File: config.mk
export PLATFORM = sky130hd
export DESIGN_NAME = snd_voice_regs
export DESIGN_NICKNAME = d
export VERILOG_FILES = /design/src/common/snd_pkg.sv /design/src/voice/snd_voice_regs.sv
export VERILOG_INCLUDE_DIRS = /design/src /design/src/common
export SDC_FILE = /design/constraint.sdc
export NUM_CORES = 1
export LEC_CHECK = 0
export BUFFER_PORTS_ARGS = -buffer_cell sky130_fd_sc_hd__buf_2
export CAP_MARGIN = 20
export CORE_ASPECT_RATIO = 1.2
export CORE_MARGIN = 2
export CORE_UTILIZATION = 53
export CTS_BUF_LIST = sky130_fd_sc_hd__clkbuf_4
export DETAILED_ROUTE_END_ITERATION = 12
export PLACE_DENSITY_LB_ADDON = 0.1
export SETUP_SLACK_MARGIN = 0.1
export SLEW_MARGIN = 20
export SYNTH_ARGS = -nofsm -noshare
export SYNTH_HDL_FRONTEND = slang
export SYNTH_SLANG_ARGS = --single-unit
File: constraint.sdc
create_clock -name clk -period 3.9 [get_ports clk]
set_input_delay 0.78 -clock clk [delete_from_list [all_inputs] [get_ports clk]]
set_output_delay 0.78 -clock clk [all_outputs]
set_load 0.02 [all_outputs]
File: src/common/snd_config.svh
// compile-time sizes for the sound board; four voices at volume 255 must still fit 16 bits signed
`ifndef SND_CONFIG_SVH
`define SND_CONFIG_SVH

// number of tone voices
// generate loop and register file both follow this
`define SND_VOICES 4

// clk cycles per voice counter tick
`define SND_TONE_DIV 16

// clk cycles between mixer sample strobes
`define SND_SAMPLE_DIV 64

// work RAM address width
// 11 bits gives 2 KB at 0xD000
`define SND_RAM_AW 11

// volume to amplitude scaling
// 255 << 5 = 8160 per voice
// so 4 voices peak at 32640
`define SND_VOL_SHIFT 5

`endif
File: src/common/snd_pkg.sv
// shared types only; widths of the voice fields follow the register map of the bus decoder
package snd_pkg;

    // bus side
    typedef logic [15:0] snd_addr_t;   // sound CPU address
    typedef logic [7:0]  snd_data_t;   // bus data and latches
    typedef logic [15:0] rom_addr_t;   // external ROM address
    typedef logic        bank_t;       // banked ROM window select

    // voice register port
    typedef logic [1:0]  voice_idx_t;  // addr bits 5:4
    typedef logic [1:0]  reg_sel_t;    // addr bits 1:0
    // field codes
    // 0 period low byte
    // 1 period high nibble
    // 2 volume
    // 3 pan

    // voice fields
    typedef logic [11:0] period_t;     // half period in ticks, 0 is silent
    typedef logic [7:0]  volume_t;
    typedef logic [1:0]  pan_t;        // bit 0 left, bit 1 right

    // samples
    typedef logic signed [15:0] audio_t;

    // handshake and ROM wait
    typedef enum logic [1:0] {
        DEC_IDLE,      // waiting for req
        DEC_ROM_WAIT,  // rom_cs up, waiting for rom_ok
        DEC_ACK        // ack phase, waits for req low
    } dec_state_t;

endpackage

File: src/voice/snd_voice_regs.sv
// write-only register file; a write shows on the voice outputs one cycle after reg_we
`include "snd_config.svh"

module snd_voice_regs (
    input  logic                clk,
    input  logic                rst,
    input  logic                reg_we,
    input  snd_pkg::voice_idx_t reg_voice,
    input  snd_pkg::reg_sel_t   reg_sel,
    input  snd_pkg::snd_data_t  reg_data,
    output snd_pkg::period_t    period [`SND_VOICES],
    output snd_pkg::volume_t    volume [`SND_VOICES],
    output snd_pkg::pan_t       pan    [`SND_VOICES]
);

    always_ff @(posedge clk or posedge rst) begin
        if (rst) begin
            // all voices silent and unpanned
            for (int v = 0; v < `SND_VOICES; v++) begin
                period[v] <= '0;
                volume[v] <= '0;
                pan[v]    <= '0;
            end
        end else if (reg_we) begin
            case (reg_sel)
                2'd0: period[reg_voice][7:0]  <= reg_data;       // low byte
                2'd1: period[reg_voice][11:8] <= reg_data[3:0];  // upper nibble only
                2'd2: volume[reg_voice]       <= reg_data;
                default: begin
                    // pan bits 1:0
                    pan[reg_voice] <= reg_data[1:0];
                end
            endcase
        end
    end

endmodule

; ---- After elaboration in Yosys (flattened, before gate mapping)
; Cells that the tools add are included.
[word_totals]
elab_cells = 38
inputBits = 15
ff_bits = 88
output_inout_bits = 88
[op_classes]
magnitude_cmp = 2
n_bitwise = 2
n_mux = 13
reduce_logical = 7
n_eq_ne = 2
[op_table]
columns = op, n
row1 = $bwmux 48, 2
row2 = $pmux 48 s2, 1
row3 = $demux 12 s2, 2
row4 = $bwmux 32, 1
row5 = $demux 8 s2, 1
row6 = $mux 8, 2
row7 = $mux 12, 1
row8 = $bwmux 8, 1
row9 = $reduce_and 2->1, 3
row10 = $demux 2 s2, 1
row11 = $ge 3x3->1 const B, 1
row12 = $lt 3x1->1 const B, 1
row13 = $not 2->3, 1
row14 = $reduce_or 3->1, 1
row15 = $eq 2x1->1 const B, 1
row16 = $eq 2x2->1 const B, 1
row17 = $logic_not 2->1, 1
row18 = $mux 2, 1
row19 = $reduce_bool 2->1, 1
row20 = $logic_and 1x1->1, 1
row21 = $not 1->1, 1

; ---- Logic depth before layout (Yosys ltp)
[logic_depth]
ltp_word = 7
ltp_mapped = 4
depth_no_buf = 3

; ---- Worst setup path after synthesis
; Ideal clock, no wire load.
[synth_timing]
kind = input-to-reg
start = input port reg_sel[0]
end = register volume[0] in the netlist's numbering
path_slack_ps = 2104
setup_time_ps = 125
path_stages = 3
t_arrival_ps = 1672
cell_sequence = nand3b_1 > nor2_2 > mux2_2
[synth_via]
elab_chain_cells = 2
[synth_lines]
columns = item, line
row1 = start: declaration, snd_voice_regs.sv:9  ; input snd_pkg::reg_sel_t reg_sel,
row2 = $eq 2x2->1, snd_voice_regs.sv:25  ; case (reg_sel)
row3 = $reduce_and 2->1 (no line), --
row4 = end signal: indexed assignment, snd_voice_regs.sv:28  ; 2'd2: volume[reg_voice] <= reg_data;
row5 = end: declaration, snd_voice_regs.sv:12  ; output snd_pkg::volume_t volume [`SND_VOICES],
; Every way passes these cells.
; A chain may end at the register's enable or synchronous reset.

; ---- Worst setup path in the final report
[layout_timing]
start = input port reg_sel[0]
end = register period[6] in the netlist's numbering
[layout_via]
elab_chain_cells = 3
[layout_lines]
columns = item, line
row1 = $eq 2x1->1 / $logic_not 2->1 (equally long branches), snd_voice_regs.sv:25
row2 = $reduce_bool 2->1 (no line), --
row3 = $reduce_and 2->1 (no line), --
row4 = end signal: indexed assignment, snd_voice_regs.sv:26  ; 2'd0: period[reg_voice][7:0] <= reg_data;
row5 = end signal: indexed assignment, snd_voice_regs.sv:27  ; 2'd1: period[reg_voice][11:8] <= reg_data[3:0];
row6 = end: declaration, snd_voice_regs.sv:11  ; output snd_pkg::period_t period [`SND_VOICES],
; Several ways; a longest one is shown, not always the timed one.

==> flow_summary.toml <==
[outcome]
status = "completed"

[cells_and_area]
antenna_cells_inserted = 0
post_route_cells_drive_above_1_share_pct = 64.9
synthToLayoutAreaGrowth_pct = 20.3
design.final.nets = 330
nFillCells = 477
layout.area.seq_um2 = 2200
post_layout_cell_count = 401
combined_area_of_the_multi_input_logic_cells_um2 = 1140

[drt]
vias = 2093
drc = 0
detailed_router_s_first_iteration_violation_count = 51
finalWirelength_mm = 6.68
vias_per_cell = 5.22
dr.pass1.iters = 4
drt-wirelength-per-cell_um = 16.6
drtAntennaViolNets = 0

[power_and_ir_drop]
power.density_cell_area_nw_per_um2 = 586
leak_nw = 2.00
peakVddDrop_uv = 321

[sta]
rsz0062_at_grt = "false"
final-hold-violation-count = 0
hold-worst-slack_ns = 0.466
post-route-min-period_ns = 1.87
finalCritPeriodShare_pct = 48.0
setup_total_negative_slack_ns = 0
max_clk_rate_mhz = 534
setup_violations = 0
slew_viol_final = 0
max_slew_margin_pct = 50.7
finClkSkew_ns = 0
tightest_slew_ns = 0.739

[synthesis]
synth_warnings = 0
netlist_instances = 208
per_instance_average_area_after_synthesis_um2 = 16.2
netlist_area_um2 = 3370
postSynthRegisterBits = 88
mappedNetlistNets = 223
synth_cell_type_count = 18
part_of_the_yosys_area_used_for_sequential_elements_pct = 65.3

[floorplan]
die_height_um = 91.4
floorplan.core_area_um2 = 6090
floorplan.rows = 31
die_extent_in_x_um = 76.8
fp.dieArea_um2 = 7020
boundaryPins = 103
floorplan.initialDensity_pct = 55.4

[placement]
placedCellCount = 386
routabilityCongestion = 0.712
io_buffer_count = 102
dp.final_hpwl_mm = 4.63

[clock_tree]
insertion_delay_ns = 0.42
htreeDepth = 3
root_buf_cell = "clkbuf_4"
postCtsSetupRepairBufs = 0
cts_resized = 0
clock_transition_time_at_the_flip_flop_clock_pins_of_the_worst_setup_and_hold_paths_ns = 0.12
tritoncts_clock_tree = "yes"
clock_sinks = 88
clockBufferDepth = 2
cts.hold.buffers_added = 0
number_of_buffers_inserted_during_clock_tree_synthesis = 9

[setup_path]
crit_path_start_kind = "input pin"
category_of_the_most_critical_setup_path = "input pin to register"
cpMaxStageDelayCell = "nor2b_1"
critical_path_arrival_ns = 2.19
critical_path.n_buffers_inverters = 1
endpoint_class_of_the_critical_path = "register"
crit_path_max_incr_delay_ns = 0.59
crit_chain = "buf_2 -> nor3b_2 -> nor2b_1 -> mux2_2"
worst_path_dominant_cell_family = "simple AND/OR/NAND/NOR gates"
crit_required_ns = 4.22
worst-path-max-fanout = 8

[grt]
maximum_number_of_pins_on_one_net_before_global_route_repair = 63
global_route_wire_length_before_repair_mm = 11.1
antenna_found_initial = 0
via_count_of_the_first_global_routing_pass = 2138
gr-total-overflow = 0
overall_global_routing_usage_pct = 20.8

[hold_path]
timing.hold.worst.class = "input pin to async pin"

[flow_run]
drv.max_cap_violation_count = 0
-- registers in the layout, summed over array words and instances (netlist names) --
register  flops
period       48
volume       32
pan           8
-- power by group --
part           internal [mW]  switching [mW]
Sequential              1.12          0.0979
Combinational          0.305           0.450
Clock                  0.119           0.286
-- cells by family (layout without fill, tap and decap cells) --
| kind of cell | after synthesis | after routing | synth area share (%) |
|---|---|---|---|
| buf+inv | 8 | 119 | 1.08 |
| flops | 88 | 88 | 65.3 |
| mux | 88 | 88 | 29.4 |
| simple gates | 24 | 24 | 4.30 |
-- placed cells by master (no fill, tap or decap) --
master	count
clkbuf_4	9
or3_4	1
or3_1	1
inv_4	1
buf_4	1
nand3b_2	1
dfrtp_1	88
nor2_2	3
nand2_1	2
nor3b_2	1
mux2_2	84
clkinv_1	2
nand2b_1	4
nand3b_1	2
nand3_1	1
nor2_1	7
nor2b_1	1
clkinv_2	4
mux2_1	4
buf_2	102
-- area by class of cell --
class,count,area share (%)
timing repair buffer,103,12.8
multi-input combinational,112,28.0
clock buffer,9,1.66
clock inverter,6,0.678
inverter,1,0.154
tap,82,2.53
sequential,88,54.2
-- synth_stat cells (all sizes together) --
library cell  instances  area [um^2]
dfrtp                88         2200
nor3b                 1         12.5
nand3                 1         5.00
clkbuf                4         15.0
nand2                 2         7.51
mux2                 88          991
or3                   2         17.5
nor2b                 1         6.26
nor2                 10         45.1
nand2b                4         25.0
inv                   1         3.75
nand3b                3         26.3
buf                   3         17.5
-- per-stage QoR --
stage	util, %	setup slack, ns	total power, mW	instance area [um^2]
2_1_floorplan	-	0.841	1.72	3370
3_3_place_gp	65.1	1.58	1.99	3960
3_5_place_dp	65.1	1.56	2.01	3960
4_1_cts	66.7	2.03	2.41	4060
5_1_grt	66.7	1.93	2.51	4060
6_report	66.7	2.03	2.38	4060
-- per-layer routing --
metal | share of wire, % | up-vias | GRT usage (%)
met5 | 0 | - | 0
met4 | 1.7 | 0 | 8.18
met3 | 6.5 | 12 | 5.77
met2 | 48 | 66 | 32.8
met1 | 44 | 1066 | 27.4
li1 | - | 949 | -
-- worst paths after layout --
check	cells past startpoint	slack [ns]	endpoint	start
max	4	2.03	period[6]$_DFFE_PP0P_	reg_sel[0]
min	2	0.47	volume[16]$_DFFE_PP0P_	rst
max reg2reg	1	3.11	period[44]$_DFFE_PP0P_	period[44]$_DFFE_PP0P_
min reg2reg	1	0.50	period[46]$_DFFE_PP0P_	period[46]$_DFFE_PP0P_
max in group asynchronous	3	2.61	volume[4]$_DFFE_PP0P_	rst
min in group clk	1	0.50	period[46]$_DFFE_PP0P_	period[46]$_DFFE_PP0P_
(Power assumes the default switching activity.)
