==> src/common/snd_config.svh <==
// compile-time sizes for the sound board; four voices at volume 255 must still fit 16 bits signed
`ifndef SND_CONFIG_SVH
`define SND_CONFIG_SVH

// number of tone voices
// generate loop and register file both follow this
`define SND_VOICES 4

// clk cycles per voice counter tick
`define SND_TONE_DIV 16

// clk cycles between mixer sample strobes
`define SND_SAMPLE_DIV 64

// work RAM address width
// 11 bits gives 2 KB at 0xD000
`define SND_RAM_AW 11

// volume to amplitude scaling
// 255 << 5 = 8160 per voice
// so 4 voices peak at 32640
`define SND_VOL_SHIFT 5

`endif
==> src/common/snd_pkg.sv <==
// shared types only; widths of the voice fields follow the register map of the bus decoder
package snd_pkg;

    // bus side
    typedef logic [15:0] snd_addr_t;   // sound CPU address
    typedef logic [7:0]  snd_data_t;   // bus data and latches
    typedef logic [15:0] rom_addr_t;   // external ROM address
    typedef logic        bank_t;       // banked ROM window select

    // voice register port
    typedef logic [1:0]  voice_idx_t;  // addr bits 5:4
    typedef logic [1:0]  reg_sel_t;    // addr bits 1:0
    // field codes
    // 0 period low byte
    // 1 period high nibble
    // 2 volume
    // 3 pan

    // voice fields
    typedef logic [11:0] period_t;     // half period in ticks, 0 is silent
    typedef logic [7:0]  volume_t;
    typedef logic [1:0]  pan_t;        // bit 0 left, bit 1 right

    // samples
    typedef logic signed [15:0] audio_t;

    // handshake and ROM wait
    typedef enum logic [1:0] {
        DEC_IDLE,      // waiting for req
        DEC_ROM_WAIT,  // rom_cs up, waiting for rom_ok
        DEC_ACK        // ack phase, waits for req low
    } dec_state_t;

endpackage

==> src/voice/snd_voice.sv <==
// square wave only; a period change lands at the next tick, period 0 mutes and resets phase
`include "snd_config.svh"

module snd_voice (
    input  logic             clk,
    input  logic             rst,
    input  snd_pkg::period_t period,
    input  snd_pkg::volume_t volume,
    output snd_pkg::audio_t  amp
);
    import snd_pkg::*;

    localparam int PRE_W = $clog2(`SND_TONE_DIV);

    logic [PRE_W-1:0] pre;   // tick prescaler
    logic             tick;
    period_t          cnt;   // ticks into current half wave
    logic             pol;   // 1 is positive half
    audio_t           mag;

    assign tick = pre == PRE_W'(`SND_TONE_DIV - 1);

    always_ff @(posedge clk or posedge rst) begin
        if (rst) begin
            pre <= '0;
            cnt <= '0;
            pol <= 1'b0;
        end else begin
            pre <= tick ? '0 : pre + 1'b1;
            if (period == '0) begin
                cnt <= '0;
                pol <= 1'b0;
            end else if (tick) begin
                // >= catches a period cut below the running count
                if (cnt >= period - 1'b1) begin
                    cnt <= '0;
                    pol <= ~pol;
                end else begin
                    cnt <= cnt + 1'b1;
                end
            end
        end
    end

    assign mag = audio_t'(volume) << `SND_VOL_SHIFT;
    assign amp = (period == '0) ? '0 : (pol ? mag : -mag);

endmodule

==> config.mk <==
export PLATFORM = sky130hd
export DESIGN_NAME = snd_voice
export DESIGN_NICKNAME = d
export VERILOG_FILES = /design/src/common/snd_pkg.sv /design/src/voice/snd_voice.sv
export VERILOG_INCLUDE_DIRS = /design/src /design/src/common
export SDC_FILE = /design/constraint.sdc
export NUM_CORES = 1
export LEC_CHECK = 0
export BUFFER_PORTS_ARGS = -buffer_cell sky130_fd_sc_hd__buf_2
export CAP_MARGIN = 10
export CORE_ASPECT_RATIO = 1.5
export CORE_MARGIN = 1
export CORE_UTILIZATION = 38
export CTS_BUF_LIST = sky130_fd_sc_hd__clkbuf_16
export DETAILED_ROUTE_END_ITERATION = 10
export PLACE_DENSITY = 0.63
export SYNTH_ARGS = -nofsm -noshare
export SYNTH_HDL_FRONTEND = slang
export SYNTH_SLANG_ARGS = --single-unit
==> constraint.sdc <==
create_clock -name clk -period 2.35 [get_ports clk]
set_input_delay 0.3525 -clock clk [delete_from_list [all_inputs] [get_ports clk]]
set_output_delay 0.3525 -clock clk [all_outputs]
set_load 0.02 [all_outputs]
## Word level (Yosys, flattened, before mapping)

Index checks and enable logic that the tools add are counted.

- $add $sub $neg: 4
- Magnitude comparators: 1
- Equal/unequal tests: 1
- Multiplexer cells: 9
- Bitwise operators: 1
- Reduce and logical (&&, ||, !) cells: 4

Operators with widths:

| operator | count |
|---|---|
| 12-bit two-way mux | 3 |
| 16-bit two-way mux | 2 |
| 13-bit negator with 16-bit output | 1 |
| 12-bit by 1-bit adder with 12-bit output, second input constant | 1 |
| 12-bit >= comparator | 1 |
| 12-bit zero test | 1 |
| 12-bit by 1-bit subtractor with 12-bit output, second input constant | 1 |
| 4-bit by 1-bit adder with 4-bit output, second input constant | 1 |
| 4-bit equality test, second input constant | 1 |
| 4-bit two-way mux | 1 |
| 2-bit nonzero test | 2 |
| 1-bit two-way mux | 3 |
| 2-bit AND reduction | 1 |
| 1-bit inverter | 1 |

- Register bits: 17
- Input port bits: 22
- Output and inout bits: 16
- Word-level logic and storage cells: 23

## Longest topological paths before layout

- Depth after elaboration: 5
- Depth in mapped cells: 13
- Mapped depth without buffers: 12

## Worst setup path before layout

No wires, ideal clock.

- Kind: input to register
- From: in period[0]
- To: reg cnt[10]
- Arrival time: 3.058 ns
- Data required time: 2.223 ns
- Setup slack: -0.835 ns
- Cell stages on the path: 13
- Buffers on the path: 1
- Cells stage by stage: inv_1 > ha_1 > nor3b_4 > nand2_1 > or4_2 > xor2_1 > ha_1 > and4_1 > o2111ai_1 > or3_1 > a31oi_1 > buf_2 > nor3_1

- Cells in the longest elaborated chain, start to end: 5
- Elaborated cells on any way between the ends: 7
- Those cells by class: add/sub (1); order compare (1); mux (3); reduce/logical (2)

Ends and longest elaborated chain:

| element | RTL line | source |
|---|---|---|
| from (decl) | snd_voice.sv:7 | `input snd_pkg::period_t period,` |
| 12-bit by 1-bit subtractor with 12-bit output | snd_voice.sv:35 | `if (cnt >= period - 1'b1) begin` |
| 12-bit >= comparator | snd_voice.sv:35 |  |
| 12-bit two-way mux | snd_voice.sv:35 |  |
| 12-bit two-way mux | snd_voice.sv:33 | `end else if (tick) begin` |
| 12-bit two-way mux | snd_voice.sv:30 | `if (period == '0) begin` |
| to (signal assigned) | snd_voice.sv:39 | `cnt <= cnt + 1'b1;` |
| to (decl) | snd_voice.sv:17 | `period_t cnt;` |

Several ways; a longest one is shown, not always the timed one. The select of a mux whose other input is x is not followed.
A chain may end at the register's enable or synchronous reset.

## Worst setup path after layout

- From: in period[1]
- To: reg cnt[8]

Same word-level chain as after synthesis.

==> results.ini <==
[status]
outcome=finished, violations left
violations=setup timing

[logic_synthesis]
yosysUniqueCellTypes=42
netlist_area_um2=1639
syn-instance-count=187
ys_ff_latch=17
async_flop_share=1.000
synthFlopType=dfrtp_1
synth_warnings=0
avgSynthCellArea_um2=8.765
synth_enable_flop_cells=0
seq_area_frac_synth=0.2595

[hold_path]
hp-class=in2async

[clock_tree]
h-tree-depth=1
cts_sinks=17
clk_pin_slew_worst_paths_ps=50
cts_buffers=3
clock_path_buffers=2
cts_tree=built
clk_latency_ps=250
cts_root_buf=clkbuf_16

[sta]
fin_crit_sh=1.197
fin_skew_ps=1.707
worstMarginPinSlew_ps=653.5
min_period_ps=2812
maxSlewViolCount=0
max_freq_mhz=355.6
maxSlewHeadroom=0.5638
setup_violations=13
hold_viol=0
rsz0062_at_grt=true
setup_slack_ps=-462.4

[job]
maxCapViolCount=0

[global_route]
grt_pass1_wl_mm=6.858
antenna_found_initial=0
grt_usage=0.1920
grt_pass1_vias=1549
grt.overflow.total=0
grt_max_degree=18

[setup_path]
required_ps=2480
crit_family=simple AND/OR/NAND/NOR gates
cp_cell_sequence=buf_12 > inv_12 > ha_4 > nor3b_4 > nand2_2 > or4_4 > xor2_2 > ha_1 > and4_1 > o2111ai_1 > or3_4 > a31oi_4 > buf_6 > buf_4 > nor3_2
cp.depth=15
worstPathArrival_ps=2940
path_max_fanout=5
critPathBufInv=4
max_stage_delay_ps=430
crit_path_end_kind=register
crit_type=in2reg
reg2reg_depth=9
crit_path_top_delay_cell=or4_4
start_kind=input port

[route]
drt_pass1_iterations=4
drt-total-wl_mm=4.002
via_per_inst=5.385
ant_nets=0
drtIter0Drc=73
drc=0
post_drt_wl_per_cell_um=13.99
vias=1540

[power]
p_per_area_nw_per_um2=479.4
power_frac_clock=0.320
sequentialPowerShare=0.332
internal-power_uw=713.6
power.static_leakage_nw=0.9871
power_mw=1.069
power_switching_uw=355.8
pwr-share-comb=0.348
switching_share=0.3327
irDropWorstVdd_mv=0.4891

[placed_design]
gp_congestion=0.8296
io_buffer_count=32
placed_area_um2=2004
dpl.hpwl_mm=3.135

[cells_and_area]
design_area_um2=2231
final_layout_size_suffix_gt1_frac=0.3776
diodes=0
area_growth_pct=36.11
finalCoreUtilization=0.5537
fin_nets=280
n_fill_cell=377

[floorplanning]
die_w_um=55.63
die_area_um2=4585
ios=38
rows=28
die_y_um=82.44
fp.coreArea_um2=4029
start_util=0.4068

[cell families (layout without fill, tap and decap cells)]
kind of cell             Yosys count  after routing  share of synthesized area
AO/OA/AOI/OAI                     35             35                     0.1443
XOR/XNOR                          24             24                     0.1282
adder cells (fa/ha/maj)           16             16                     0.1221
buffers and inverters             20             70                    0.06565
flip-flops                        17             17                     0.2595
multiplexers                       2              2                    0.01221
other                              1              5                   0.002288
AND/OR/NAND/NOR                   72             72                     0.2657
[state kept, by name (all words and copies together) (netlist names)]
| name | count |
|---|---|
| cnt | 12 |
| pol | 1 |
| pre | 4 |
[cells in the mapped netlist (4+ instances only)]
| master | n | area (µm²) |
|---|---|---|
| a21oi_1 | 15 | 75.07 |
| buf_4 | 6 | 45.04 |
| dfrtp_1 | 17 | 425.4 |
| ha_1 | 16 | 200.2 |
| inv_1 | 8 | 30.03 |
| nand2_1 | 10 | 37.54 |
| nand3_1 | 10 | 50.05 |
| nand4_1 | 4 | 25.02 |
| nor2_1 | 14 | 52.55 |
| nor3_1 | 11 | 55.05 |
| nor3_2 | 4 | 40.04 |
| o21ai_0 | 7 | 35.03 |
| xnor2_1 | 17 | 148.9 |
| xor2_1 | 7 | 61.31 |
[power by group through the flow]
stage	Clock [mW]	Combinational (mW)	Sequential [mW]
final	0.342	0.372	0.355
after global placement	0	0.349	0.360
after floorplan	0	0.240	0.344
after detailed placement	0	0.354	0.360
after global routing	0.365	0.411	0.361
after CTS	0.349	0.367	0.355
[through the flow]
step / TNS [ps] / hold slack (ps) / cells / setup slack [ps]
detailed placement: -9016 / 485.7 / 278 / -797.0
global route: -6755 / 255.7 / 286 / -605.5
floorplan: -6321 / 278.6 / 191 / -533.1
finish: -5262 / 186.4 / 286 / -462.4
global placement: -8444 / 480.1 / 278 / -722.9
CTS: -4837 / 222.0 / 283 / -458.6
[worst register-to-register path, delay by kind of cell, from the launching register on]
kind | cells | cell delay, ps
AOI/OAI and AO/OA | 2 | 560
DFF | 1 | 400
adders and majority gates | 1 | 220
buffers and inverters | 3 | 450
and+or+nand+nor | 3 | 470
[final cells by class]
class	instances	area, µm²	area share
inverter	8	50.05	0.02243
multi-input combinational	154	1231	0.5519
clock inverter	1	5.005	0.002243
clock buffer	3	75.07	0.03365
timing repair buffer	58	387.9	0.1739
tap	45	56.30	0.02524
sequential	17	425.4	0.1907
[metal layers]
layer  routed length (µm)  vias to the layer above  global-route usage  part of all wire
met2                 2201                       45              0.3843              0.55
li1                     -                      772                   -                 -
met5                    0                        -                   0                 0
met3                  130                       10             0.01713             0.032
met1                 1573                      713              0.2002              0.39
met4                   96                        0             0.09250             0.024
[cell usage in the layout, fill, tap and decap left out, drive strengths merged, types with 3 or more instances in the layout]
cell    Yosys  layout
nand3      10      10
clkbuf      3       3
xnor2      17      17
dfrtp      17      17
ha         16      16
conb        1       5
nor4        4       4
o21ai       8       8
nand4       4       4
nand2b      3       3
a21oi      15      15
inv         8       8
buf         9      58
or3         3       3
nand2      10      10
nor3       15      15
xor2        7       7
nor2       14      14
a211oi      4       4
[path summary, 6_finish.rpt]
path                                 from      end  slack (ps)
worst max-delay path            period[1]   cnt[8]        -460
worst min-delay path                  rst   cnt[1]         190
worst max register to register     cnt[0]  cnt[10]         170
worst min register to register     pre[0]   pre[0]         490
max in group asynchronous             rst  cnt[10]        1740
min in group clk                   pre[0]   pre[0]         490
[what timing repair did]
action,4_1_cts,5_1_grt
endpoints found under the setup margin,13,13
resized for setup,16,9
pin swaps,6,2
setup buffers,1,3
hold endpoints to repair,0,0
hold buffers,0,0
Note: power is estimated with default switching activity, not from simulation.
