$ cat config.mk
export PLATFORM = sky130hd
export DESIGN_NAME = snd_mixer
export DESIGN_NICKNAME = d
export VERILOG_FILES = /design/src/common/snd_pkg.sv /design/src/voice/snd_mixer.sv
export VERILOG_INCLUDE_DIRS = /design/src /design/src/common
export SDC_FILE = /design/constraint.sdc
export NUM_CORES = 1
export LEC_CHECK = 0
export ABC_AREA = 1
export ABC_CLOCK_PERIOD_IN_PS = 2150
export BUFFER_PORTS_ARGS = -buffer_cell sky130_fd_sc_hd__buf_2
export CAP_MARGIN = 20
export CORE_MARGIN = 10
export CORE_UTILIZATION = 50
export CTS_CLUSTER_DIAMETER = 30
export DETAILED_ROUTE_END_ITERATION = 6
export PLACE_DENSITY = 0.81
export SLEW_MARGIN = 5
export SYNTH_ARGS = -nofsm -noshare
export SYNTH_HDL_FRONTEND = slang
export SYNTH_SLANG_ARGS = --single-unit
$ cat constraint.sdc
create_clock -name clk -period 2.15 [get_ports clk]
set_clock_uncertainty 0.05 [all_clocks]
set_input_delay 0.3225 -clock clk [delete_from_list [all_inputs] [get_ports clk]]
set_output_delay 0.3225 -clock clk [all_outputs]
set_load 0.05 [all_outputs]
$ cat src/common/snd_config.svh
// compile-time sizes for the sound board; four voices at volume 255 must still fit 16 bits signed
`ifndef SND_CONFIG_SVH
`define SND_CONFIG_SVH

// number of tone voices
// generate loop and register file both follow this
`define SND_VOICES 4

// clk cycles per voice counter tick
`define SND_TONE_DIV 16

// clk cycles between mixer sample strobes
`define SND_SAMPLE_DIV 64

// work RAM address width
// 11 bits gives 2 KB at 0xD000
`define SND_RAM_AW 11

// volume to amplitude scaling
// 255 << 5 = 8160 per voice
// so 4 voices peak at 32640
`define SND_VOL_SHIFT 5

`endif
$ cat src/common/snd_pkg.sv
// shared types only; widths of the voice fields follow the register map of the bus decoder
package snd_pkg;

    // bus side
    typedef logic [15:0] snd_addr_t;   // sound CPU address
    typedef logic [7:0]  snd_data_t;   // bus data and latches
    typedef logic [15:0] rom_addr_t;   // external ROM address
    typedef logic        bank_t;       // banked ROM window select

    // voice register port
    typedef logic [1:0]  voice_idx_t;  // addr bits 5:4
    typedef logic [1:0]  reg_sel_t;    // addr bits 1:0
    // field codes
    // 0 period low byte
    // 1 period high nibble
    // 2 volume
    // 3 pan

    // voice fields
    typedef logic [11:0] period_t;     // half period in ticks, 0 is silent
    typedef logic [7:0]  volume_t;
    typedef logic [1:0]  pan_t;        // bit 0 left, bit 1 right

    // samples
    typedef logic signed [15:0] audio_t;

    // handshake and ROM wait
    typedef enum logic [1:0] {
        DEC_IDLE,      // waiting for req
        DEC_ROM_WAIT,  // rom_cs up, waiting for rom_ok
        DEC_ACK        // ack phase, waits for req low
    } dec_state_t;

endpackage

$ cat src/voice/snd_mixer.sv
// plain sum without clipping; output words are held between sample strobes
`include "snd_config.svh"

module snd_mixer (
    input  logic            clk,
    input  logic            rst,
    input  snd_pkg::audio_t amp [`SND_VOICES],
    input  snd_pkg::pan_t   pan [`SND_VOICES],
    output snd_pkg::audio_t left,
    output snd_pkg::audio_t right,
    output logic            sample
);
    import snd_pkg::*;

    localparam int CNT_W = $clog2(`SND_SAMPLE_DIV);

    logic [CNT_W-1:0] cnt;      // sample rate divider
    logic             strobe;   // last cycle of the period
    audio_t           sum_l;
    audio_t           sum_r;

    assign strobe = cnt == CNT_W'(`SND_SAMPLE_DIV - 1);

    always_comb begin
        sum_l = '0;
        sum_r = '0;
        for (int v = 0; v < `SND_VOICES; v++) begin
            if (pan[v][0])
                sum_l = sum_l + amp[v];
            if (pan[v][1])
                sum_r = sum_r + amp[v];
        end
    end

    always_ff @(posedge clk or posedge rst) begin
        if (rst) begin
            cnt    <= '0;
            sample <= 1'b0;
            left   <= '0;
            right  <= '0;
        end else begin
            cnt    <= strobe ? '0 : cnt + 1'b1;
            sample <= strobe;           // one clk wide
            if (strobe) begin
                // new words appear together with sample
                left  <= sum_l;
                right <= sum_r;
            end
        end
    end

endmodule

==> impl_metrics.py, run 1 <==
metrics = {
    "yosys": {
        "synth-compound-area-share_pct": 17.0,
        "synth_warnings": 0,
        "synth_flop_cell": "dfrtp_1",
        "syn_area_per_cell_um2": 5.98,
        "synth_top_area_share_pct": 19.1,
        "muxShareOfSynthArea_pct": 0,
        "synth_area_mm2": 0.00746,
        "synth_fa_ha_area_share_pct": 17.2,
        "syn_inst": 1248,
        "ys_seq_elements": 39,
        "synth-xor-area-share_pct": 5.05,
        "synth_cell_types": 43,
        "synthSimpleGateAreaFrac_pct": 36.7,
        "synthTopCellsByArea": "nand2_1 (19%), ha_1 (16%), dfrtp_1 (13%)",
        "synth_top_family_by_area": "simple AND/OR/NAND/NOR gates",
        "synthArstFlopShare_pct": 100,
        "synth_area_leader_cell": "nand2_1",
        "syn-num-nets": 1421,
        "synth_seq_area_share_pct": 13.1,
        "synth_edf_count": 0,
    },
    "clock_tree": {
        "cts_hold_buf": 0,
        "cts_buffers": 5,
        "cts_sinks": 39,
        "cts_max_level": 2,
        "cts_root_buffer": "clkbuf_16",
        "cts_buffer_depth": 2,
    },
    "global_routing": {
        "grt_max_degree": 40,
    },
    "place": {
        "place_ws_ns": -2.42,
        "post-place-cells": 1820,
        "hpwl_um": 24000,
        "globalplace.congestion": 0.991,
        "port_buffers": 106,
    },
    "floorplan": {
        "fp.dieW_um": 142,
        "dieHeight_um": 142,
        "num_io_pins": 107,
        "rows": 44,
        "initial_core_util_pct": 51.1,
    },
    "timing": {
        "worst_endpoint_kind": "register data pin",
        "grt_worst_setup_endpoint": "left[15]$_DFFE_PP0P_/D",
    },
    "run_status": {
        "lastStage": "global routing (5_1_grt)",
        "firstError": "[ERROR DPL-0038] Utilization greater than 100%, impossible to legalize",
        "run_status": "did not finish",
    },
}
==> per-stage QoR <==
step / area (µm²) / util (%)
3_3_place_gp: 11200 / 76.7
2_1_floorplan: 8250 / -
3_5_place_dp: 11200 / 76.7
4_1_cts: 12900 / 88.2
==> cells in the mapped netlist, types with 5 or more instances <==
library cell / count
fa_1: 6
buf_4: 5
o21bai_1: 10
nor3_1: 8
xnor2_1: 18
a31oi_1: 9
o21ai_1: 14
o21a_1: 5
nand3_1: 124
ha_1: 93
nand2_1: 380
o21ai_2: 7
or2_2: 9
a21oi_1: 85
nor2_1: 74
nand4_1: 19
o21ai_0: 63
dfrtp_1: 39
a21boi_0: 7
a211oi_1: 6
nand2_2: 9
xor2_1: 25
a21o_1: 5
nand3b_1: 5
buf_2: 13
inv_1: 172
and2_1: 5
==> what timing repair did <==
action / in CTS
gates cloned: 0
endpoints found under the hold margin: 0
setup buffers: 66
pin swaps: 145
endpoints found under the setup margin: 30
resized for setup: 211
==> kinds of logic after synthesis <==
family / count (synthesis)
DFF: 39
AOI/OAI and AO/OA: 223
buffers and inverters: 202
xor gates and xnor gates: 43
and+or+nand+nor: 642
adders and majority gates: 99
==> inputs of run 2 (changes only) <==
--- a/config.mk
+++ b/config.mk
@@ -11,10 +11,9 @@
 export BUFFER_PORTS_ARGS = -buffer_cell sky130_fd_sc_hd__buf_2
 export CAP_MARGIN = 20
 export CORE_MARGIN = 10
-export CORE_UTILIZATION = 50
-export CTS_CLUSTER_DIAMETER = 30
+export CORE_UTILIZATION = 35
 export DETAILED_ROUTE_END_ITERATION = 6
-export PLACE_DENSITY = 0.81
+export PLACE_DENSITY_LB_ADDON = 0.15
 export SLEW_MARGIN = 5
 export SYNTH_ARGS = -nofsm -noshare
 export SYNTH_HDL_FRONTEND = slang
==> run 2 against run 1 <==
The flow now finishes, with violations (negative setup slack). Synthesized cell count did not move. Area after synthesis did not move.
==> impl_metrics.py, run 2 <==
metrics = {
    "power": {
        "ir_drop_uv": 325,
        "p_leak_nw": 7.29,
        "power_density_mw_per_mm2": 556,
    },
    "layout": {
        "final_util_pct": 66.6,
        "stdcell_area_mm2": 0.0140,
        "n_fill_cell": 1815,
        "top_regs": "left x16, right x16, cnt x6",
        "final_cell_mix": "buf_4 (394), nand2_1 (308), inv_1 (141), buf_2 (101), nand3_1 (91)",
        "nets": 1947,
        "drive_above_1_share_pct": 51.5,
        "antenna_cells": 0,
        "syn_to_final_growth_pct": 87.7,
        "final_common_cell": "buf_4",
        "final-instance-count-excl-fill": 2050,
    },
    "routing": {
        "vias": 10100,
        "drc": 0,
        "viasPerCell": 4.95,
        "wire_per_inst_um": 16.1,
        "drtIter0Drc": 731,
        "drtPass1Iterations": 5,
        "drtAntennaViolNets": 0,
        "wirelength_um": 32900,
    },
    "clock_tree": {
        "cts_root_buffer": "clkbuf_16",
        "cts_max_level": 2,
        "clkSlewWorstSetupHoldPaths_ns": 0.07,
        "cts_tree": "built",
        "cts_sinks": 39,
        "cts_buffer_depth": 2,
        "cts_buffers": 5,
        "cts_hold_buf": 0,
        "clock_latency_ns": 0.29,
    },
    "floorplan": {
        "fp.dieW_um": 166,
        "core_area_mm2": 0.0210,
        "rows": 53,
        "num_io_pins": 107,
        "die_area_mm2": 0.0276,
        "dieHeight_um": 166,
        "initial_core_util_pct": 35.5,
    },
    "timing": {
        "setup_viol": 30,
        "rsz0062_at_grt": "true",
        "period_needed_ns": 4.17,
        "hold_slack_ns": 0.104,
        "slew_headroom_pct": 37.8,
        "fmax_ghz": 0.240,
        "tightest_slew_ns": 0.932,
        "finalCritPeriodShare_pct": 194,
        "slew_viol_final": 0,
        "worst_slack_ns": -2.02,
        "hold_viol": 0,
    },
    "setup_path": {
        "timing.rr.start": "cnt[0]$_DFF_PP0_",
        "path_common_cell": "nand2_1",
        "arrival_ns": 4.36,
        "max_stage_delay_ns": 0.37,
        "worstPathMaxFanout": 5,
        "startpoint": "pan[7]",
        "slowest_stage": "fa_2",
        "critical_path_class": "in2reg",
        "rrSetupSlack_ns": 0.34,
        "required_ns": 2.34,
        "end_kind": "flip-flop",
        "cp-start-kind": "primary input",
    },
    "yosys": {
        "synthTopCellsByArea": "nand2_1 (19%), ha_1 (16%), dfrtp_1 (13%)",
        "synth_edf_count": 0,
        "synthArstFlopShare_pct": 100,
        "synth_area_mm2": 0.00746,
        "syn-num-nets": 1421,
        "ys_seq_elements": 39,
        "synth_top_area_share_pct": 19.1,
        "synth_flop_cell": "dfrtp_1",
        "syn_inst": 1248,
        "syn_area_per_cell_um2": 5.98,
        "synth_warnings": 0,
        "synth_cell_types": 43,
        "synth_common_cells": "nand2_1 (380), inv_1 (172), nand3_1 (124)",
        "synth_most_common_cell": "nand2_1",
        "synth_area_leader_cell": "nand2_1",
        "synth_seq_area_share_pct": 13.1,
    },
    "place": {
        "dpl_cell_area_mm2": 0.0115,
        "port_buffers": 106,
        "hpwl_um": 25600,
        "place_ws_ns": -2.59,
        "globalplace.congestion": 0.961,
        "post-place-cells": 1940,
    },
    "global_routing": {
        "grt_use_total_pct": 22.9,
        "antenna_found_initial": 0,
        "grt_pass1_wl_um": 52600,
        "grt_pass1_vias": 10400,
        "grt.overflow.total": 0,
        "grt_max_degree": 40,
    },
    "run_status": {
        "violations": "negative setup slack",
        "run_status": "finished, violations left",
    },
    "hold_path": {
        "hp-class": "in2async",
    },
    "job": {
        "max_cap_violations": 0,
    },
}
[run 2: cell counts after synthesis]
No cell type changed its count.
[run 2: where the power goes]
part / switching (mW) / internal [mW] / total [mW]
Sequential: 0.00678 / 0.748 / 0.755
Clock: 0.335 / 0.548 / 0.884
Combinational: 2.99 / 3.16 / 6.15
Total: 3.33 / 4.45 / 7.79
[run 2: worst max-delay path, delay by kind of cell]
kind                       cells  cell delay, ns
buffers and inverters          8            0.69
and+or+nand+nor               14            1.32
AOI/OAI and AO/OA              6            0.66
adders and majority gates      4            1.05
xor gates and xnor gates       2            0.31
[run 2: layer usage]
layer / wire length [µm] / up-vias / share of wire [%] / track usage (%)
li1: - / 5158 / - / -
met1: 15200 / 4748 / 46 / 29.0
met2: 16000 / 188 / 49 / 40.2
met3: 896 / 52 / 2.7 / 2.44
met4: 803 / 0 / 2.4 / 5.82
met5: 0 / - / 0 / 0
[run 2: worst paths after layout]
path | endpoint | depth (start not counted)
worst min-delay path | cnt[1]$_DFF_PP0_ | 3
max in group asynchronous | right[9]$_DFFE_PP0P_ | 3
worst min register to register | left[10]$_DFFE_PP0P_ | 2
min in group clk | left[10]$_DFFE_PP0P_ | 2
worst max-delay path | right[14]$_DFFE_PP0P_ | 34
worst max register to register | left[14]$_DFFE_PP0P_ | 8
[run 2: cell type report]
class                      instances  area [µm²]  share of cell area [%]
clock inverter                     3        43.8                   0.313
clock buffer                       5         125                   0.893
multi-input combinational       1007        7740                    55.2
tap                              275         344                    2.46
inverter                         176         663                    4.74
sequential                        39         976                    6.97
timing repair buffer             545        4120                    29.4
[run 2: cell families (layout without fill, tap and decap cells)]
| group | count (synthesis) | in the layout | share of synthesized area, % |
|---|---|---|---|
| flip-flops | 39 | 39 | 13.1 |
| XOR/XNOR | 43 | 43 | 5.05 |
| buffers and inverters | 202 | 729 | 10.9 |
| AO/OA/AOI/OAI | 223 | 223 | 17.0 |
| AND/OR/NAND/NOR | 642 | 642 | 36.7 |
| adder cells (fa/ha/maj) | 99 | 99 | 17.2 |
[run 2: metrics by stage]
stage | total power, mW | setup TNS [ns]
after detailed placement | 5.25 | -64.14
final | 7.79 | -47.19
after global placement | 5.21 | -63.45
after floorplan | 3.36 | -44.47
after CTS | 7.35 | -44.40
after global routing | 8.30 | -53.71
[run 2: timing repair]
action                     CTS  global route
resized for setup          256            72
setup endpoints to repair   30            30
pin swaps                  192            66
gates cloned                 1             0
buffers inserted           101            14
No activity file was read; power rests on OpenSTA's default activity.
==> inputs of run 3 (changes only) <==
--- a/config.mk
+++ b/config.mk
@@ -10,6 +10,7 @@
 export ABC_CLOCK_PERIOD_IN_PS = 2150
 export BUFFER_PORTS_ARGS = -buffer_cell sky130_fd_sc_hd__buf_2
 export CAP_MARGIN = 20
+export CORE_ASPECT_RATIO = 2
 export CORE_MARGIN = 10
 export CORE_UTILIZATION = 35
 export DETAILED_ROUTE_END_ITERATION = 6
==> run 3 against run 2 <==
The flow still finishes with violations (negative setup slack). Non-clock buffer count up 34. Maximum frequency is 1.9% lower. Register-to-register slack improved by 0.16 ns. Clock-buffer cell count up 1. Combinational power grew 4.7%. Sequential cell count stayed put. Core utilization increased by 2.9 points. Power rose by 4.1%. Routed wire length increased by 14%. Via count increased by 4.8%. Critical path depth fell by 3. First-iteration DRC count shrank 31%. Largest power group unchanged. Highest routed layer unchanged.
==> impl_metrics.py, run 3 (synthesis gave the netlist of run 2 again) <==
metrics = {
    "timing": {
        "worst_slack_ns": -2.10,
        "finalCritPeriodShare_pct": 198,
        "slew_headroom_pct": 43.1,
        "slew_viol_final": 0,
        "setup_viol": 30,
        "rsz0062_at_grt": "true",
        "setup_tns_ns": -49.32,
        "tightest_slew_ns": 0.853,
        "fmax_ghz": 0.235,
        "period_needed_ns": 4.25,
        "hold_viol": 0,
        "hold_slack_ns": 0.0904,
    },
    "routing": {
        "wirelength_um": 37500,
        "drtAntennaViolNets": 0,
        "vias": 10600,
        "drtIter0Drc": 503,
        "wire_per_inst_um": 18.0,
        "drtPass1Iterations": 5,
        "drc": 0,
        "viasPerCell": 5.12,
    },
    "global_routing": {
        "grt_pass1_vias": 11000,
        "antenna_found_initial": 1,
        "grt_use_total_pct": 25.0,
        "grt_pass1_wl_um": 54100,
        "grt_max_degree": 35,
        "grt.overflow.total": 0,
    },
    "job": {
        "max_cap_violations": 0,
    },
    "floorplan": {
        "dieHeight_um": 226,
        "rows": 75,
        "initial_core_util_pct": 35.5,
        "core_area_mm2": 0.0210,
        "die_area_mm2": 0.0279,
        "num_io_pins": 107,
        "fp.dieW_um": 123,
    },
    "clock_tree": {
        "clock_latency_ns": 0.29,
        "clkSlewWorstSetupHoldPaths_ns": 0.06,
        "cts_max_level": 2,
        "cts_sinks": 39,
        "cts_tree": "built",
        "cts_root_buffer": "clkbuf_16",
        "cts_buffer_depth": 2,
        "cts_buffers": 5,
    },
    "power": {
        "switchingPower_mw": 3.55,
        "internal-power_mw": 4.56,
        "p_comb_share_pct": 79.5,
        "power_mw": 8.11,
        "ir_drop_uv": 525,
        "clock_power_share_pct": 11.2,
        "power_density_mw_per_mm2": 555,
        "power.share.sequential_pct": 9.3,
        "p_leak_nw": 7.53,
        "p_sw_share_pct": 43.8,
    },
    "layout": {
        "top_regs": "left x16, right x16, cnt x6",
        "n_fill_cell": 1744,
        "final_util_pct": 69.5,
        "syn_to_final_growth_pct": 95.9,
        "final-instance-count-excl-fill": 2079,
        "drive_above_1_share_pct": 54.6,
        "final_common_cell": "buf_4",
        "stdcell_area_mm2": 0.0146,
        "final_cell_mix": "buf_4 (417), nand2_1 (295), inv_1 (138), buf_2 (102), nand3_1 (90)",
        "nets": 1981,
    },
    "setup_path": {
        "cpLargestDelayFamily": "simple AND/OR/NAND/NOR gates",
        "required_ns": 2.34,
        "critical_path_class": "in2reg",
        "slowest_stage": "fa_2",
        "r2r_cells": 7,
        "cp_num_buf_inv": 4,
        "cp-start-kind": "primary input",
        "path_depth": 31,
        "end_kind": "flip-flop",
        "arrival_ns": 4.44,
        "max_stage_delay_ns": 0.40,
        "worstPathMaxFanout": 13,
    },
    "place": {
        "post-place-cells": 1979,
        "port_buffers": 106,
        "globalplace.congestion": 1.03,
        "place_ws_ns": -2.86,
        "dpl_cell_area_mm2": 0.0119,
        "hpwl_um": 29000,
    },
    "hold_path": {
        "hp-class": "in2async",
    },
    "run_status": {
        "violations": "negative setup slack",
        "run_status": "finished, violations left",
    },
}
## run 3: changes by cell type in the layout (fill, tap and decap cells not counted), sizes merged
cell	delta
buf	+33
clkbuf	+2
clkinv	-1
diode	+1
## run 3: power groups by stage
stage	clock network, mW	logic [mW]	registers, mW
after floorplan	0	2.54	0.820
after global placement	0	4.62	0.768
after detailed placement	0	4.67	0.769
after CTS	0.910	5.53	0.755
after global routing	0.948	6.87	0.757
final	0.909	6.44	0.755
## run 3: final timing paths
kind	start	endpoint	slack, ns
setup / recovery	pan[6]	left[14]$_DFFE_PP0P_	-2.10
setup reg to reg	cnt[0]$_DFF_PP0_	cnt[3]$_DFF_PP0_	0.50
max in group asynchronous	rst	right[6]$_DFFE_PP0P_	1.36
hold / removal	rst	left[13]$_DFFE_PP0P_	0.09
hold reg to reg	cnt[0]$_DFF_PP0_	cnt[0]$_DFF_PP0_	0.41
min in group clk	cnt[0]$_DFF_PP0_	cnt[0]$_DFF_PP0_	0.41
## run 3: final cells by class
cell class / count / area (µm²) / share of cell area [%]
Inverter: 176 / 673 / 4.61
Multi-Input combinational cell: 1007 / 8060 / 55.2
Timing Repair Buffer: 579 / 4390 / 30.0
Tap cell: 269 / 337 / 2.30
Clock inverter: 2 / 35.0 / 0.240
Sequential cell: 39 / 976 / 6.68
Clock buffer: 6 / 139 / 0.951
Antenna cell: 1 / 2.50 / 0.0171
## run 3: timing repair
item                                    CTS  global route
resized for setup                       205           198
pin swaps                               105           145
cloned                                    0             1
setup buffers                            63            33
hold buffers                              0             0
endpoints found under the setup margin   30            30
## run 3: per-layer routing
metal	wire length [µm]	GRT usage (%)
met1	11700	20.5
met2	21200	50.5
met3	909	1.94
met4	3670	20.2
met5	0	0
==> inputs of run 4 (changes only) <==
--- a/config.mk
+++ b/config.mk
@@ -12,7 +12,7 @@
 export CAP_MARGIN = 20
 export CORE_ASPECT_RATIO = 2
 export CORE_MARGIN = 10
-export CORE_UTILIZATION = 35
+export CORE_UTILIZATION = 25
 export DETAILED_ROUTE_END_ITERATION = 6
 export PLACE_DENSITY_LB_ADDON = 0.15
 export SLEW_MARGIN = 5
==> run 4 against run 3 <==
The run still ends with negative setup slack left. Sequential share of layout area hardly changed. Sequential power hardly changed. Via count is 4.2% lower. Maximum frequency is 3.8% higher. Global-route usage is 5.9 points lower. Non-clock buffer count is 6 lower. Combinational power is 2% lower. Register-to-register slack hardly changed. Highest routed layer unchanged.
==> impl_metrics.py, run 4 (synthesis gave the netlist of run 2 again) <==
metrics = {
    "setup_path": {
        "max_stage_delay_ns": 0.38,
        "path_common_cell": "nand2_1",
        "startpoint": "amp[48]",
        "required_ns": 2.30,
        "timing.rr.start": "cnt[0]$_DFF_PP0_",
        "arrival_ns": 4.24,
        "cp-start-kind": "primary input",
        "rrSetupSlack_ns": 0.51,
        "worstPathMaxFanout": 4,
        "slowest_stage": "ha_1",
        "end_kind": "flip-flop",
        "critical_path_class": "in2reg",
    },
    "layout": {
        "antenna_cells": 0,
        "multi_input_area_mm2": 0.00801,
        "syn_to_final_growth_pct": 96.0,
        "n_fill_cell": 2908,
        "drive_above_1_share_pct": 54.7,
        "final-instance-count-excl-fill": 2167,
        "final_cell_mix": "buf_4 (422), nand2_1 (296), inv_1 (136), buf_2 (103), nand3_1 (85)",
        "final_util_pct": 49.5,
        "stdcell_area_mm2": 0.0146,
        "final_common_cell": "buf_4",
        "nets": 1975,
        "regArea_um2": 976,
        "top_regs": "left x16, right x16, cnt x6",
    },
    "power": {
        "power_mw": 8.03,
        "internal-power_mw": 4.58,
        "ir_drop_uv": 416,
        "switchingPower_mw": 3.44,
        "p_leak_nw": 7.47,
        "p_comb_share_pct": 79.1,
        "power.share.sequential_pct": 9.4,
        "p_sw_share_pct": 42.9,
        "clock_power_share_pct": 11.5,
        "power_density_mw_per_mm2": 549,
    },
    "place": {
        "dpl_cell_area_mm2": 0.0121,
        "post-place-cells": 2078,
        "hpwl_um": 31200,
        "globalplace.congestion": 0.943,
        "place_ws_ns": -2.90,
        "port_buffers": 106,
    },
    "routing": {
        "drc": 0,
        "drtAntennaViolNets": 0,
        "wire_per_inst_um": 17.1,
        "wirelength_um": 37000,
        "drtIter0Drc": 327,
        "viasPerCell": 4.70,
        "drtPass1Iterations": 4,
        "vias": 10200,
    },
    "clock_tree": {
        "cts_buffers": 5,
        "clock_latency_ns": 0.30,
        "cts_root_buffer": "clkbuf_16",
        "cts_buffer_depth": 2,
        "cts_max_level": 2,
        "cts_sinks": 39,
        "cts_tree": "built",
        "clkSlewWorstSetupHoldPaths_ns": 0.06,
        "cts_hold_buf": 0,
    },
    "global_routing": {
        "antenna_found_initial": 1,
        "grt_pass1_vias": 10800,
        "grt_pass1_wl_um": 55900,
        "grt_max_degree": 40,
        "grt.overflow.total": 0,
        "grt_use_total_pct": 19.1,
    },
    "floorplan": {
        "num_io_pins": 107,
        "core_area_mm2": 0.0295,
        "dieHeight_um": 264,
        "initial_core_util_pct": 25.3,
        "die_area_mm2": 0.0376,
        "rows": 89,
        "fp.dieW_um": 142,
    },
    "hold_path": {
        "hp-class": "in2async",
    },
    "timing": {
        "hold_slack_ns": 0.0876,
        "tightest_slew_ns": 0.895,
        "period_needed_ns": 4.09,
        "worst_slack_ns": -1.94,
        "hold_viol": 0,
        "rsz0062_at_grt": "true",
        "setup_tns_ns": -44.85,
        "fmax_ghz": 0.244,
        "slew_viol_final": 0,
        "setup_viol": 30,
        "finalCritPeriodShare_pct": 190,
        "slew_headroom_pct": 40.3,
    },
    "run_status": {
        "run_status": "finished, violations left",
        "violations": "negative setup slack",
    },
    "job": {
        "max_cap_violations": 0,
    },
}
-- run 4: layout make-up --
| type | count | share of cell area, % |
|---|---|---|
| Multi-Input combinational cell | 1007 | 54.8 |
| Timing Repair Buffer | 573 | 29.6 |
| Sequential cell | 39 | 6.67 |
| Inverter | 176 | 4.57 |
| Tap cell | 364 | 3.11 |
| Clock buffer | 6 | 0.950 |
| Clock inverter | 2 | 0.265 |
-- run 4: layer usage --
layer | vias up | part of all wire, % | track usage, %
li1 | 5198 | - | -
met1 | 4713 | 30 | 15.5
met2 | 181 | 60 | 40.9
met3 | 99 | 2.2 | 1.31
met4 | 0 | 7.5 | 11.6
met5 | - | 0 | 0
-- run 4: path summary, 6_finish.rpt --
| kind | to | cells after the start |
|---|---|---|
| setup / recovery | left[13]$_DFFE_PP0P_ | 33 |
| hold / removal | left[14]$_DFFE_PP0P_ | 3 |
| setup reg to reg | right[13]$_DFFE_PP0P_ | 8 |
| hold reg to reg | cnt[0]$_DFF_PP0_ | 1 |
| max in group asynchronous | right[5]$_DFFE_PP0P_ | 3 |
| min in group clk | cnt[0]$_DFF_PP0_ | 1 |
-- run 4: critical path: cells and delay by family --
family                   cells  cell delay [ns]
AO/OA/AOI/OAI                7             0.84
AND/OR/NAND/NOR             17             1.50
XOR/XNOR                     1             0.14
adder cells (fa/ha/maj)      4             1.19
buffers and inverters        4             0.25
-- run 4: power by group through the flow --
stage	Combinational, mW	Sequential, mW	Clock, mW
after floorplan	2.54	0.820	0
after global placement	4.75	0.768	0
after detailed placement	4.80	0.769	0
after CTS	5.79	0.755	0.958
after global routing	6.84	0.757	0.967
final	6.34	0.756	0.925
-- run 4: timing repair --
item | 4_1_cts | 5_1_grt
gates resized for setup | 247 | 138
endpoints found under the setup margin | 30 | 30
setup buffers | 67 | 17
pin swaps | 163 | 138
cloned | 0 | 1
